[src/verilog/sm83_pkg.sv]
package sm83_pkg;

	// Operation class presented together with the exec strobe.
	typedef enum logic [1:0] {
		KIND_ALU   = 2'd0, // accumulator operations selected by op543.
		KIND_SHIFT = 2'd1, // cb prefix rotates and shifts selected by op543.
		KIND_DAA   = 2'd2, // decimal adjust of the accumulator.
		KIND_COND  = 2'd3  // branch condition check that leaves a and f alone.
	} op_kind_t;

	// Accumulator operations, bits 5:3 of the 8-bit opcode.
	localparam logic [2:0] ALU_ADD = 3'd0; // a plus b.
	localparam logic [2:0] ALU_ADC = 3'd1; // a plus b plus carry.
	localparam logic [2:0] ALU_SUB = 3'd2; // a minus b.
	localparam logic [2:0] ALU_SBC = 3'd3; // a minus b minus carry.
	localparam logic [2:0] ALU_AND = 3'd4; // bitwise and that sets h.
	localparam logic [2:0] ALU_XOR = 3'd5; // bitwise exclusive or.
	localparam logic [2:0] ALU_OR  = 3'd6; // bitwise or.
	localparam logic [2:0] ALU_CP  = 3'd7; // compare by a subtraction that drops the result.

	// CB prefix rotate and shift group, bits 5:3 of the second opcode byte.
	localparam logic [2:0] SH_RLC  = 3'd0; // rotate left through bit 0.
	localparam logic [2:0] SH_RRC  = 3'd1; // rotate right through bit 7.
	localparam logic [2:0] SH_RL   = 3'd2; // rotate left through the carry flag.
	localparam logic [2:0] SH_RR   = 3'd3; // rotate right through the carry flag.
	localparam logic [2:0] SH_SLA  = 3'd4; // arithmetic shift left.
	localparam logic [2:0] SH_SRA  = 3'd5; // arithmetic shift right keeping the sign.
	localparam logic [2:0] SH_SWAP = 3'd6; // exchange the two nibbles.
	localparam logic [2:0] SH_SRL  = 3'd7; // logical shift right.

	// Conditions in op543 bits 1:0 for jr, jp, call and ret.
	localparam logic [1:0] COND_NZ = 2'd0; // taken when z is clear.
	localparam logic [1:0] COND_Z  = 2'd1; // taken when z is set.
	localparam logic [1:0] COND_NC = 2'd2; // taken when c is clear.
	localparam logic [1:0] COND_C  = 2'd3; // taken when c is set.

	// The two halves of the decimal adjust correction.
	localparam logic [7:0] DAA_LO = 8'h06; // fixes the low bcd digit.
	localparam logic [7:0] DAA_HI = 8'h60; // fixes the high bcd digit.

	// F register seen as named flags by the datapath and as a byte by push af and pop af.
	typedef union packed {
		struct packed {
			logic       z;    // result was zero.
			logic       n;    // last operation was a subtraction.
			logic       h;    // carry or borrow across bit 3.
			logic       c;    // carry or borrow across bit 7.
			logic [3:0] rsvd; // always reads as zero on the sm83.
		} f;
		logic [7:0] raw;
	} flags_t;

endpackage
[src/verilog/sm83_alu.sv]
`timescale 1ns/1ps

module sm83_alu (
	input  logic               clk,
	input  logic               arst_n,
	input  logic               exec,       // one cycle pulse that starts an operation.
	input  sm83_pkg::op_kind_t kind,       // operation class.
	input  logic [2:0]         op543,      // bits 5:3 of the opcode.
	input  logic [7:0]         a,          // accumulator or shift operand.
	input  logic [7:0]         b,          // second alu operand.
	output logic [7:0]         result,     // registered result that is valid one cycle after exec.
	output sm83_pkg::flags_t   flags,      // F register that is valid one cycle after exec.
	output logic               cond_result // registered condition outcome.
);

	logic             shift_dbh;      // msb of a towards the control block.
	logic             shift_dbl;      // lsb of a towards the control block.
	logic             daa_l_gt_9;     // low nibble comparator.
	logic             daa_h_gt_9;     // high nibble comparator.
	logic             daa_h_eq_9;     // high nibble equals 9.
	logic [7:0]       daa_out;        // decimal correction.
	logic             daa_carry_out;  // carry after daa.
	logic             shift_out;      // bit leaving the word.
	logic             shift_into_alu; // bit entering the word.
	logic             shift_l;        // left shift strobe.
	logic             shift_r;        // right shift strobe.
	logic [7:0]       next_result;    // core result before the register.
	sm83_pkg::flags_t next_flags;     // core flags before the register.

	// Control sees the stored flags so conditions and daa use the previous operation.
	sm83_alu_control u_control (
		.clk            (clk),
		.arst_n         (arst_n),
		.exec           (exec),
		.kind           (kind),
		.op543          (op543),
		.zero           (flags.f.z),
		.carry          (flags.f.c),
		.pri_carry      (flags.f.c),
		.daa_carry      (flags.f.h),
		.shift_dbh      (shift_dbh),
		.shift_dbl      (shift_dbl),
		.daa_l_gt_9     (daa_l_gt_9),
		.daa_h_gt_9     (daa_h_gt_9),
		.daa_h_eq_9     (daa_h_eq_9),
		.daa_out        (daa_out),
		.daa_carry_out  (daa_carry_out),
		.shift_out      (shift_out),
		.shift_into_alu (shift_into_alu),
		.shift_l        (shift_l),
		.shift_r        (shift_r),
		.cond_result    (cond_result)
	);

	sm83_alu_core u_core (
		.kind           (kind),
		.op543          (op543),
		.a              (a),
		.b              (b),
		.flags_in       (flags),
		.shift_l        (shift_l),
		.shift_r        (shift_r),
		.shift_into_alu (shift_into_alu),
		.shift_out      (shift_out),
		.daa_out        (daa_out),
		.daa_carry_out  (daa_carry_out),
		.shift_dbh      (shift_dbh),
		.shift_dbl      (shift_dbl),
		.daa_l_gt_9     (daa_l_gt_9),
		.daa_h_gt_9     (daa_h_gt_9),
		.daa_h_eq_9     (daa_h_eq_9),
		.next_result    (next_result),
		.next_flags     (next_flags)
	);

	sm83_alu_regs u_regs (
		.clk         (clk),
		.arst_n      (arst_n),
		.exec        (exec),
		.kind        (kind),
		.next_result (next_result),
		.next_flags  (next_flags),
		.result      (result),
		.flags       (flags)
	);

endmodule

[src/verilog/sm83_alu_control.sv]
`timescale 1ns/1ps

module sm83_alu_control (
	input  logic               clk,
	input  logic               arst_n,
	input  logic               exec,           // one cycle pulse that starts an operation.
	input  sm83_pkg::op_kind_t kind,           // class of the current operation.
	input  logic [2:0]         op543,          // bits 5:3 of the opcode.
	input  logic               zero,           // z flag as it stands before this operation.
	input  logic               carry,          // c flag used for the branch conditions.
	input  logic               pri_carry,      // c flag used by rl, rr and the daa rule.
	input  logic               daa_carry,      // h flag that forces the low digit correction.
	input  logic               shift_dbh,      // msb of a leaving on a left shift.
	input  logic               shift_dbl,      // lsb of a leaving on a right shift.
	input  logic               daa_l_gt_9,     // low nibble of a is above 9.
	input  logic               daa_h_gt_9,     // high nibble of a is above 9.
	input  logic               daa_h_eq_9,     // high nibble of a is exactly 9.
	output logic [7:0]         daa_out,        // correction of 0x00, 0x06, 0x60 or 0x66.
	output logic               daa_carry_out,  // carry flag after daa.
	output logic               shift_out,      // bit that leaves the word and becomes the new carry.
	output logic               shift_into_alu, // bit that enters the vacated end.
	output logic               shift_l,        // shift the word one place left.
	output logic               shift_r,        // shift the word one place right.
	output logic               cond_result     // registered outcome of the last condition.
);

	logic is_shift;  // shift group is active this cycle.
	logic cond_next; // condition picked by op543 from the current flags.

	assign is_shift = (kind == sm83_pkg::KIND_SHIFT);

	// Odd codes in the shift group move right and even codes move left.
	assign shift_l = is_shift && !op543[0]; // swap lands here too but the core ignores it.
	assign shift_r = is_shift && op543[0];

	always_comb begin
		case (op543)
			sm83_pkg::SH_RLC, sm83_pkg::SH_SRA: shift_into_alu = shift_dbh; // msb wraps or repeats.
			sm83_pkg::SH_RRC:                   shift_into_alu = shift_dbl; // lsb wraps to the top.
			sm83_pkg::SH_RL, sm83_pkg::SH_RR:   shift_into_alu = pri_carry; // nine bit rotate.
			default:                            shift_into_alu = 1'b0;      // sla, srl and swap.
		endcase
	end

	assign shift_out = op543[0] ? shift_dbl : shift_dbh; // the end that falls off the word.

	always_comb begin
		case (op543[1:0])
			sm83_pkg::COND_NZ: cond_next = !zero;
			sm83_pkg::COND_Z:  cond_next = zero;
			sm83_pkg::COND_NC: cond_next = !carry;
			default:           cond_next = carry; // cond_c.
		endcase
	end

	// The condition is sampled from the flags as they stand before this edge.
	always_ff @(posedge clk or negedge arst_n) begin
		if (!arst_n) begin
			cond_result <= 1'b0;
		end else if (exec && kind == sm83_pkg::KIND_COND) begin
			cond_result <= cond_next;
		end
	end

	// DAA correction built from the nibble comparators and the old h and c flags.
	always_comb begin
		logic [7:0] corr; // correction value under construction.
		logic       hi;   // the high digit needs fixing.

		corr = 8'h00;
		if (daa_l_gt_9 || daa_carry) begin
			corr = corr | sm83_pkg::DAA_LO; // low digit overflowed or carried.
		end
		hi = pri_carry || daa_h_gt_9 || (daa_h_eq_9 && daa_l_gt_9); // 0x9a and up spill too.
		if (hi) begin
			corr = corr | sm83_pkg::DAA_HI;
		end
		daa_out       = corr;
		daa_carry_out = hi; // decimal carry out of the byte.
	end

endmodule

[src/verilog/sm83_alu_core.sv]
`timescale 1ns/1ps

module sm83_alu_core (
	input  sm83_pkg::op_kind_t kind,           // class of the current operation.
	input  logic [2:0]         op543,          // bits 5:3 of the opcode.
	input  logic [7:0]         a,              // accumulator or shift operand.
	input  logic [7:0]         b,              // second operand of the alu group.
	input  sm83_pkg::flags_t   flags_in,       // F register before this operation.
	input  logic               shift_l,        // shift left by one place.
	input  logic               shift_r,        // shift right by one place.
	input  logic               shift_into_alu, // bit entering the vacated end.
	input  logic               shift_out,      // bit leaving the word.
	input  logic [7:0]         daa_out,        // decimal correction value.
	input  logic               daa_carry_out,  // carry flag after daa.
	output logic               shift_dbh,      // msb of a.
	output logic               shift_dbl,      // lsb of a.
	output logic               daa_l_gt_9,     // low nibble of a above 9.
	output logic               daa_h_gt_9,     // high nibble of a above 9.
	output logic               daa_h_eq_9,     // high nibble of a equal to 9.
	output logic [7:0]         next_result,    // value to load into the result register.
	output sm83_pkg::flags_t   next_flags      // value to load into the F register.
);

	logic       is_sub;    // sub, sbc and cp run the adder as a subtractor.
	logic       use_carry; // adc and sbc fold the old carry in.
	logic [7:0] b_eff;     // b as it reaches the adder, inverted for a subtraction.
	logic       c_in;      // carry into bit 0 of the adder.
	logic [4:0] sum_lo;    // low nibble sum with its carry into bit 4.
	logic [4:0] sum_hi;    // high nibble sum with its carry out of bit 7.
	logic [7:0] arith;     // full add or subtract result.
	logic       half;      // h as the sm83 reports it.
	logic       full;      // c as the sm83 reports it.
	logic [7:0] shifted;   // a moved one place with the fill bit.
	logic [7:0] daa_sum;   // a after the decimal correction.

	// The sm83 builds its byte adder from two of these 4-bit slices.
	function automatic logic [4:0] add_nibble(input logic [3:0] x, input logic [3:0] y,
		input logic ci);
		add_nibble = {1'b0, x} + {1'b0, y} + {4'b0000, ci};
	endfunction

	assign shift_dbh  = a[7];
	assign shift_dbl  = a[0];
	assign daa_l_gt_9 = (a[3:0] > 4'd9);
	assign daa_h_gt_9 = (a[7:4] > 4'd9);
	assign daa_h_eq_9 = (a[7:4] == 4'd9);

	assign is_sub    = (op543 == sm83_pkg::ALU_SUB) || (op543 == sm83_pkg::ALU_SBC) ||
		(op543 == sm83_pkg::ALU_CP);
	assign use_carry = (op543 == sm83_pkg::ALU_ADC) || (op543 == sm83_pkg::ALU_SBC);

	// Subtraction is a plus the complement of b with the carry sense inverted.
	assign b_eff  = is_sub ? ~b : b;
	assign c_in   = (use_carry & flags_in.f.c) ^ is_sub;
	assign sum_lo = add_nibble(a[3:0], b_eff[3:0], c_in);
	assign sum_hi = add_nibble(a[7:4], b_eff[7:4], sum_lo[4]);
	assign arith  = {sum_hi[3:0], sum_lo[3:0]};
	assign half   = sum_lo[4] ^ is_sub; // a missing carry out of the low nibble means a borrow.
	assign full   = sum_hi[4] ^ is_sub;

	always_comb begin
		if (shift_r) begin
			shifted = {shift_into_alu, a[7:1]};
		end else if (shift_l) begin
			shifted = {a[6:0], shift_into_alu};
		end else begin
			shifted = a;
		end
	end

	// After a subtraction the same correction is taken off instead of added.
	assign daa_sum = flags_in.f.n ? (a - daa_out) : (a + daa_out);

	always_comb begin
		next_result = a;        // cond and cp keep the accumulator.
		next_flags  = flags_in; // a condition check changes nothing.
		case (kind)
			sm83_pkg::KIND_ALU: begin
				next_flags.f.n = is_sub;
				case (op543)
					sm83_pkg::ALU_AND: begin
						next_result    = a & b;
						next_flags.f.h = 1'b1; // and always reports a half carry.
						next_flags.f.c = 1'b0;
					end
					sm83_pkg::ALU_XOR: begin
						next_result    = a ^ b;
						next_flags.f.h = 1'b0;
						next_flags.f.c = 1'b0;
					end
					sm83_pkg::ALU_OR: begin
						next_result    = a | b;
						next_flags.f.h = 1'b0;
						next_flags.f.c = 1'b0;
					end
					sm83_pkg::ALU_CP: begin
						next_flags.f.h = half;
						next_flags.f.c = full;
					end
					default: begin
						next_result    = arith; // add, adc, sub and sbc.
						next_flags.f.h = half;
						next_flags.f.c = full;
					end
				endcase
				// cp reports z from the difference, so z is set when a equals b.
				next_flags.f.z = (op543 == sm83_pkg::ALU_CP) ? (arith == 8'h00) :
					(next_result == 8'h00);
			end
			sm83_pkg::KIND_SHIFT: begin
				if (op543 == sm83_pkg::SH_SWAP) begin
					next_result    = {a[3:0], a[7:4]};
					next_flags.f.c = 1'b0; // nothing leaves the word on a swap.
				end else begin
					next_result    = shifted;
					next_flags.f.c = shift_out;
				end
				next_flags.f.n = 1'b0;
				next_flags.f.h = 1'b0;
				next_flags.f.z = (next_result == 8'h00);
			end
			sm83_pkg::KIND_DAA: begin
				next_result    = daa_sum;
				next_flags.f.h = 1'b0;            // n is left as it was.
				next_flags.f.c = daa_carry_out;
				next_flags.f.z = (daa_sum == 8'h00);
			end
			default: begin
			end
		endcase
	end

endmodule

[src/verilog/sm83_alu_regs.sv]
`timescale 1ns/1ps

module sm83_alu_regs (
	input  logic               clk,
	input  logic               arst_n,
	input  logic               exec,        // one cycle pulse that starts an operation.
	input  sm83_pkg::op_kind_t kind,        // class of the current operation.
	input  logic [7:0]         next_result, // result computed by the core.
	input  sm83_pkg::flags_t   next_flags,  // flags computed by the core.
	output logic [7:0]         result,      // registered result byte.
	output sm83_pkg::flags_t   flags        // F register.
);

	logic load; // an operation that writes back is running this cycle.

	// A condition check only reads the flags, so it leaves both registers alone.
	assign load = exec && (kind != sm83_pkg::KIND_COND);

	always_ff @(posedge clk or negedge arst_n) begin
		if (!arst_n) begin
			result <= 8'h00;
		end else if (load) begin
			result <= next_result;
		end
	end

	// The low nibble of F has no storage on the sm83 and always reads back zero.
	always_ff @(posedge clk or negedge arst_n) begin
		if (!arst_n) begin
			flags.raw <= 8'h00;
		end else if (load) begin
			flags.raw <= {next_flags.raw[7:4], 4'h0};
		end
	end

endmodule

[config.mk]
export PLATFORM = sky130hd
export DESIGN_NAME = sm83_alu
export DESIGN_NICKNAME = d
export VERILOG_FILES = /design/src/verilog/sm83_pkg.sv /design/src/verilog/sm83_alu.sv /design/src/verilog/sm83_alu_control.sv /design/src/verilog/sm83_alu_core.sv /design/src/verilog/sm83_alu_regs.sv
export SDC_FILE = /design/constraint.sdc
export NUM_CORES = 1
export LEC_CHECK = 0
export BUFFER_PORTS_ARGS = -buffer_cell sky130_fd_sc_hd__buf_2
export CORE_UTILIZATION = 59
export CTS_BUF_LIST = sky130_fd_sc_hd__clkbuf_16
export DETAILED_ROUTE_END_ITERATION = 10
export PLACE_DENSITY = 0.86
export REMOVE_ABC_BUFFERS = 1
export SKIP_LAST_GASP = 1
export SYNTH_ARGS = -nofsm -noshare
export SYNTH_HDL_FRONTEND = slang
export SYNTH_SLANG_ARGS = --single-unit
[constraint.sdc]
create_clock -name clk -period 4 [get_ports clk]
set_input_delay 0.4 -clock clk [delete_from_list [all_inputs] [get_ports clk]]
set_output_delay 0.4 -clock clk [all_outputs]
set_load 0.01 [all_outputs]
# Word-level counts from Yosys, hierarchy flattened
# Cells that the tools add are included.
dict set report totals {
  ff_bits 13
  input_bits 24
  elab_cells 82
}
dict set report op_classes {
  add_sub_neg 6
  magnitude_cmp 2
  n_eq_ne 14
  mux 20
  bitwise 8
  reduce_logical 28
}
# op n
set op_table {}
lappend op_table {{two-way mux 8 bit} 7}
lappend op_table {{zero test 8 bit} 4}
lappend op_table {{one-hot mux 8 bit (4 select lines)} 1}
lappend op_table {{one-hot mux 8 bit (3 select lines)} 1}
lappend op_table {{== test 3 bit (second input constant)} 4}
lappend op_table {{adder 4 x 4 -> 5 bit} 2}
lappend op_table {{adder 5 x 1 -> 5 bit} 2}
lappend op_table {{one-hot mux 1 bit (3 select lines)} 3}
lappend op_table {{adder 8 x 7 -> 8 bit} 1}
lappend op_table {{AND 8 bit} 1}
lappend op_table {{> comparator 4 bit (second input constant)} 2}
lappend op_table {{inverter 8 bit} 1}
lappend op_table {{bitwise OR 8 bit} 1}
lappend op_table {{subtractor 8 x 7 -> 8 bit} 1}
lappend op_table {{bitwise XOR 8 bit} 1}
lappend op_table {{two-way mux 7 bit} 1}
lappend op_table {{== test 2 bit (second input constant)} 3}
lappend op_table {{== test 3 x 2 -> 1 bit (second input constant)} 2}
lappend op_table {{logical OR 1 bit} 6}
lappend op_table {{one-hot mux 2 bit (3 select lines)} 1}
lappend op_table {{OR reduction 2 bit} 3}
lappend op_table {{logical AND 1 bit} 5}
lappend op_table {{== test 2 x 1 -> 1 bit (second input constant)} 2}
lappend op_table {{== test 4 bit (second input constant)} 1}
lappend op_table {{other kinds (14)} 22}

# Depth between registers and ports, before layout
dict set report depth {
  word_depth 12
  mapped_depth 18
  ltp_nobuf 15
}

# Hierarchy
# From an unflattened synthesis, not the netlist that was laid out.
dict set report unflattened {
  cells_unflattened 369
  area_unflattened_um2 3035.4
}
# module n_inst cells_each area_per_inst_um2 seq_area_each_um2
set modules_own_cells {}
lappend modules_own_cells {sm83_alu_core 1 315 2293.4 0.0}
lappend modules_own_cells {sm83_alu_regs 1 31 545.5 300.3}
lappend modules_own_cells {sm83_alu_control 1 23 196.4 25.0}

# Least setup slack after synthesis
# Ideal clock, no wire load.
dict set report synth_path {
  path_kind {input-to-reg}
  startpoint {input port op543[1]}
  endpoint {register u_regs.flags[7] (netlist bit)}
  setup_time_ns 0.125
  arrival_ns 3.569
  required_ns 3.875
  slack_ns 0.306
  path_stages 16
  path_buffers 3
  cell_sequence {buf_6 > buf_8 > buf_6 > nand2_2 > xnor2_1 > fa_1 > fa_1 > a21o_1 > a21oi_1 > fa_1 > fa_1 > a32oi_1 > o21ai_0 > o2111ai_1 > nor4_2 > a2bb2oi_2}
}
dict set report synth_between {
  elab_chain_len 12
  word_cells_on_any_way 32
  cone_classes {4 x add/sub; 7 x eq/ne; 10 x mux; 2 x bitwise; 9 x reduce/logical}
}
# element line
set synth_rtl {}
lappend synth_rtl {{start: declaration} sm83_alu.sv:8} ;# input logic [2:0] op543,
lappend synth_rtl {{== test 3 x 2 -> 1 bit, on equally long branches} {sm83_alu_control.sv:37, sm83_alu_core.sv:48, sm83_alu_core.sv:50}}
lappend synth_rtl {{logical OR 1 bit (2 in a row)} sm83_alu_core.sv:48} ;# assign is_sub = (op543 == sm83_pkg::ALU_SUB) || (op543 == sm83_pkg::ALU_SBC) ||
lappend synth_rtl {{two-way mux 8 bit} sm83_alu_core.sv:53} ;# assign b_eff = is_sub ? ~b : b;
lappend synth_rtl {{adder 4 x 4 -> 5 bit} sm83_alu_core.sv:39} ;# add_nibble = {1'b0, x} + {1'b0, y} + {4'b0000, ci};
lappend synth_rtl {{adder 5 x 1 -> 5 bit (2 in a row)} sm83_alu_core.sv:39}
lappend synth_rtl {{one-hot mux 8 bit (4 select lines)} sm83_alu_core.sv:80} ;# case (op543)
lappend synth_rtl {{two-way mux 8 bit} sm83_alu_core.sv:77} ;# case (kind)
lappend synth_rtl {{zero test 8 bit} sm83_alu_core.sv:108} ;# (next_result == 8'h00);
lappend synth_rtl {{two-way mux 1 bit} sm83_alu_core.sv:107} ;# next_flags.f.z = (op543 == sm83_pkg::ALU_CP) ? (arith == 8'h00) :
lappend synth_rtl {{one-hot mux 1 bit (3 select lines) *} sm83_alu_core.sv:77}
lappend synth_rtl {{end: declaration} sm83_alu_regs.sv:11} ;# output sm83_pkg::flags_t flags
# Every way passes the cells marked *; elsewhere a longest branch is shown, timed or not. The select of a mux whose other input is x is not followed.
# A chain may end at the register's enable or synchronous reset.

# Final worst setup path
dict set report layout_path {
  startpoint {input port op543[2]}
  endpoint {register u_regs.result[5]}
}
dict set report layout_between {
  elab_chain_len 10
  word_cells_on_any_way 22
  cone_classes {4 x add/sub; 7 x eq/ne; 6 x mux; 2 x bitwise; 3 x reduce/logical}
}
# element line
set layout_rtl {}
lappend layout_rtl {{== test 3 x 2 -> 1 bit, on equally long branches} {sm83_alu_core.sv:48, sm83_alu_core.sv:50}}
lappend layout_rtl {{logical OR 1 bit (2 in a row)} sm83_alu_core.sv:48}
lappend layout_rtl {{two-way mux 8 bit} sm83_alu_core.sv:53}
lappend layout_rtl {{adder 4 x 4 -> 5 bit} sm83_alu_core.sv:39}
lappend layout_rtl {{adder 5 x 1 -> 5 bit (2 in a row)} sm83_alu_core.sv:39}
lappend layout_rtl {{one-hot mux 8 bit (4 select lines)} sm83_alu_core.sv:80}
lappend layout_rtl {{two-way mux 8 bit} sm83_alu_core.sv:77}
lappend layout_rtl {{one-hot mux 8 bit (3 select lines) *} sm83_alu_core.sv:77}
lappend layout_rtl {{end signal: assignment} sm83_alu_regs.sv:23} ;# result <= next_result;
lappend layout_rtl {{end: declaration} sm83_alu_regs.sv:10} ;# output logic [7:0] result,
# Marks and branches as above.

==> flow_summary_export.csv <==
group,metric,value,unit
critical_path,path_class,"in2reg",
route,drtPass1Iterations,5,
critical_path,max_stage_delay,0.45,ns
finish,antenna_cells,0,
placement,dp_hpwl,5640,um
cts,clock-root-buffer,"clkbuf_16",
finish,area_growth,8.34,%
floorplanning,pin_count,41,
global_routing,grt_max_degree,26,
sta,fin_worst_skew,0.000757,ns
floorplanning,die_w,68.7,um
critical_path,r2r_slack,0.34,ns
route,wl_met1,2910,um
cts,path_clk_slew,0.05,ns
logic_synthesis,yosysTopAreaCellShare,0.167,
placement,portBuffers,36,
logic_synthesis,synthFlopType,"dfrtp_1",
logic_synthesis,synth.area.top_cells,"ha_1 17%, dfrtp_1 12%, o21ai_0 5.1%",
logic_synthesis,ys_seq_area_frac,0.124,
sta,finalSetupTns,0,ns
floorplanning,start_util,0.634,
route,dr_total_vias,2588,
finish,drive_gt1_frac,0.165,
power_and_ir_drop,p_per_area,298,mW/mm^2
run_status,status,"completed",
critical_path,r2r_end,"u_regs.result[5]",
route,drc,0,
logic_synthesis,syn_inst,334,
logic_synthesis,async_flop_share,1.00,
sta,min_period,3.68,ns
route,top_layer,"met4",
floorplanning,die_area,0.00472,mm^2
finish,nNetsFinal,422,
placement,pre_cts_ws,0.155,ns
critical_path,r2r-start,"u_regs.flags[4]",
critical_path,cp.arrival,3.84,ns
critical_path,slowest_stage,"fa_1",
floorplanning,die_h,68.7,um
sta,finalSetupViolCount,0,
cts,tritoncts,"done",
route,wl_met2,3280,um
route,drtIter0Drc,271,
sta,setup_slack,0.319,ns
global_routing,antenna_found_initial,0,
critical_path,crit_required,4.15,ns
flow_run,drv_cap,0,
route,wl_met3,844,um
cts,hold_buffers,0,
sta,rsz0062_at_grt,"false",
critical_path,start_kind,"primary input",
cts,cts_setup_buffers,0,
critical_path,path_common_cell,"fa_1",
logic_synthesis,ys_types,64,
sta,slew_headroom,0.559,
route,wl_per_cell,17.7,um
route,avgViaCountPerCell,6.34,
cts,cts_resized,0,
sta,final_hold_viol_count,0,
critical_path,cp_max_fo,10,
logic_synthesis,syn_area,0.00263,mm^2
placement,gp_congestion,1.01,
route,totalWireLength,7220,um
floorplanning,rows,23,
cts,cts_buffer_depth,2,
critical_path,timing.critical_path.to,"u_regs.result[5]",
logic_synthesis,ys_warn_count,0,
cts,htreeDepth,1,
sta,fmax,272,MHz
logic_synthesis,synth_edf_count,0,
logic_synthesis,yosysMostFrequentCell,"ha_1",
critical_path,path_cells,"buf_2 > inv_1 > a21oi_1 > a21o_1 > fa_1 > fa_1 > a21o_1 > a21oi_1 > fa_1 > fa_1 > a32oi_1 > o21ai_0 > nor2_1 > a221oi_1 > o21ai_0",
global_routing,grt_pass1_wl,11300,um
power_and_ir_drop,vdd_drop_max,0.197,mV
logic_synthesis,ys_seq_elements,13,
cts,worstSkewPairLatency,0.24,ns
global_routing,first_global_vias,2378,
logic_synthesis,yosys.area.top_type,"ha_1",
route,drtAntennaViolNets,0,
logic_synthesis,synth.top_cells.by_count,"35 x ha_1, 30 x inv_1, 30 x nand2_1",
sta,tightest_slew,0.661,ns
sta,period_share,0.920,
global_routing,grt_overflow,0,
power_and_ir_drop,power_leakage,1.35,nW
critical_path,startpoint,"op543[2]",
logic_synthesis,synth.avg_cell_area,7.86,um^2
cts,numCtsBuffers,3,
critical_path,end_kind,"register",
cts,cts.sinks,13,
worst_hold_path,hp-class,"in2async",
critical_path,ff2ff_path_depth,14,
floorplanning,core_area,0.00414,mm^2
sta,maxSlewViolCount,0,
global_routing,grtUsageTotal,0.327,
[routing by layer]
metal / track usage / up-vias
li1: - / 1237
met1: 0.411 / 1168
met2: 0.520 / 160
met3: 0.105 / 23
met4: 0.122 / 0
met5: 0 / -
[worst max-delay path: cells and delay by family]
kind | cells | cell delay (ns)
buffers and inverters | 2 | 0.35
AOI/OAI and AO/OA | 8 | 1.35
and+or+nand+nor | 1 | 0.17
adders and majority gates | 4 | 1.57
[cells by family after synthesis]
| logic type | count (synthesis) | share of synthesized area |
|---|---|---|
| buffers and inverters | 56 | 0.106 |
| adder cells (fa/ha/maj) | 39 | 0.197 |
| AND/OR/NAND/NOR | 92 | 0.174 |
| flip-flops | 13 | 0.124 |
| XOR/XNOR | 15 | 0.0500 |
| AO/OA/AOI/OAI | 102 | 0.272 |
| multiplexers | 16 | 0.0753 |
| other | 1 | 0.00143 |
[registers in the layout, indices dropped and copies added (netlist names)]
register	cells
u_regs.flags	4
u_regs.result	8
u_control.cond_result	1
[metrics by stage]
step | utilization | power (mW) | instance area (um^2) | hold WS (ns) | instances
2_1_floorplan | - | 0.493 | 2470 | 0.104 | 311
3_3_place_gp | 0.668 | 0.636 | 2770 | 0.305 | 404
3_5_place_dp | 0.668 | 0.649 | 2770 | 0.304 | 404
4_1_cts | 0.687 | 0.840 | 2850 | 0.0532 | 408
5_1_grt | 0.687 | 0.911 | 2850 | 0.0629 | 408
6_report | 0.687 | 0.847 | 2850 | 0.0506 | 408
[how the worst min path moves through the flow]
stage | startpoint | endpoint | slack, ns
global placement | arst_n | u_control.cond_result | 0.30
finish | arst_n | u_regs.result[5] | 0.05
detailed placement | arst_n | u_control.cond_result | 0.30
CTS | arst_n | u_control.cond_result | 0.05
floorplan | arst_n | u_control.cond_result | 0.10
global route | arst_n | u_regs.flags[5] | 0.06
[placed cells by master, fill, tap and decap left out, types with 5 or more instances in the layout]
cell,synthesis,routed
nand2b_1,7,7
nor2_1,23,23
mux2i_1,13,13
o21ai_0,27,27
buf_2,7,36
nor3_1,5,5
xnor2_1,12,12
dfrtp_1,13,13
nand2_1,30,30
ha_1,35,35
inv_1,30,31
o21a_1,9,9
a21oi_1,16,16
buf_4,7,7
[power by group]
group / switching (mW) / internal, mW / total, mW
Sequential: 0.0162 / 0.156 / 0.172
Combinational: 0.283 / 0.204 / 0.487
Clock: 0.0558 / 0.132 / 0.188
[area by class of cell]
type / count / area [um^2]
fill: 367 / 1300
timing repair buffer: 43 / 233
multi-input combinational: 268 / 2030
inverter: 30 / 113
clock inverter: 1 / 3.75
sequential: 13 / 325
tap: 50 / 62.6
clock buffer: 3 / 75.1
No activity file was read; power rests on OpenSTA's default activity.
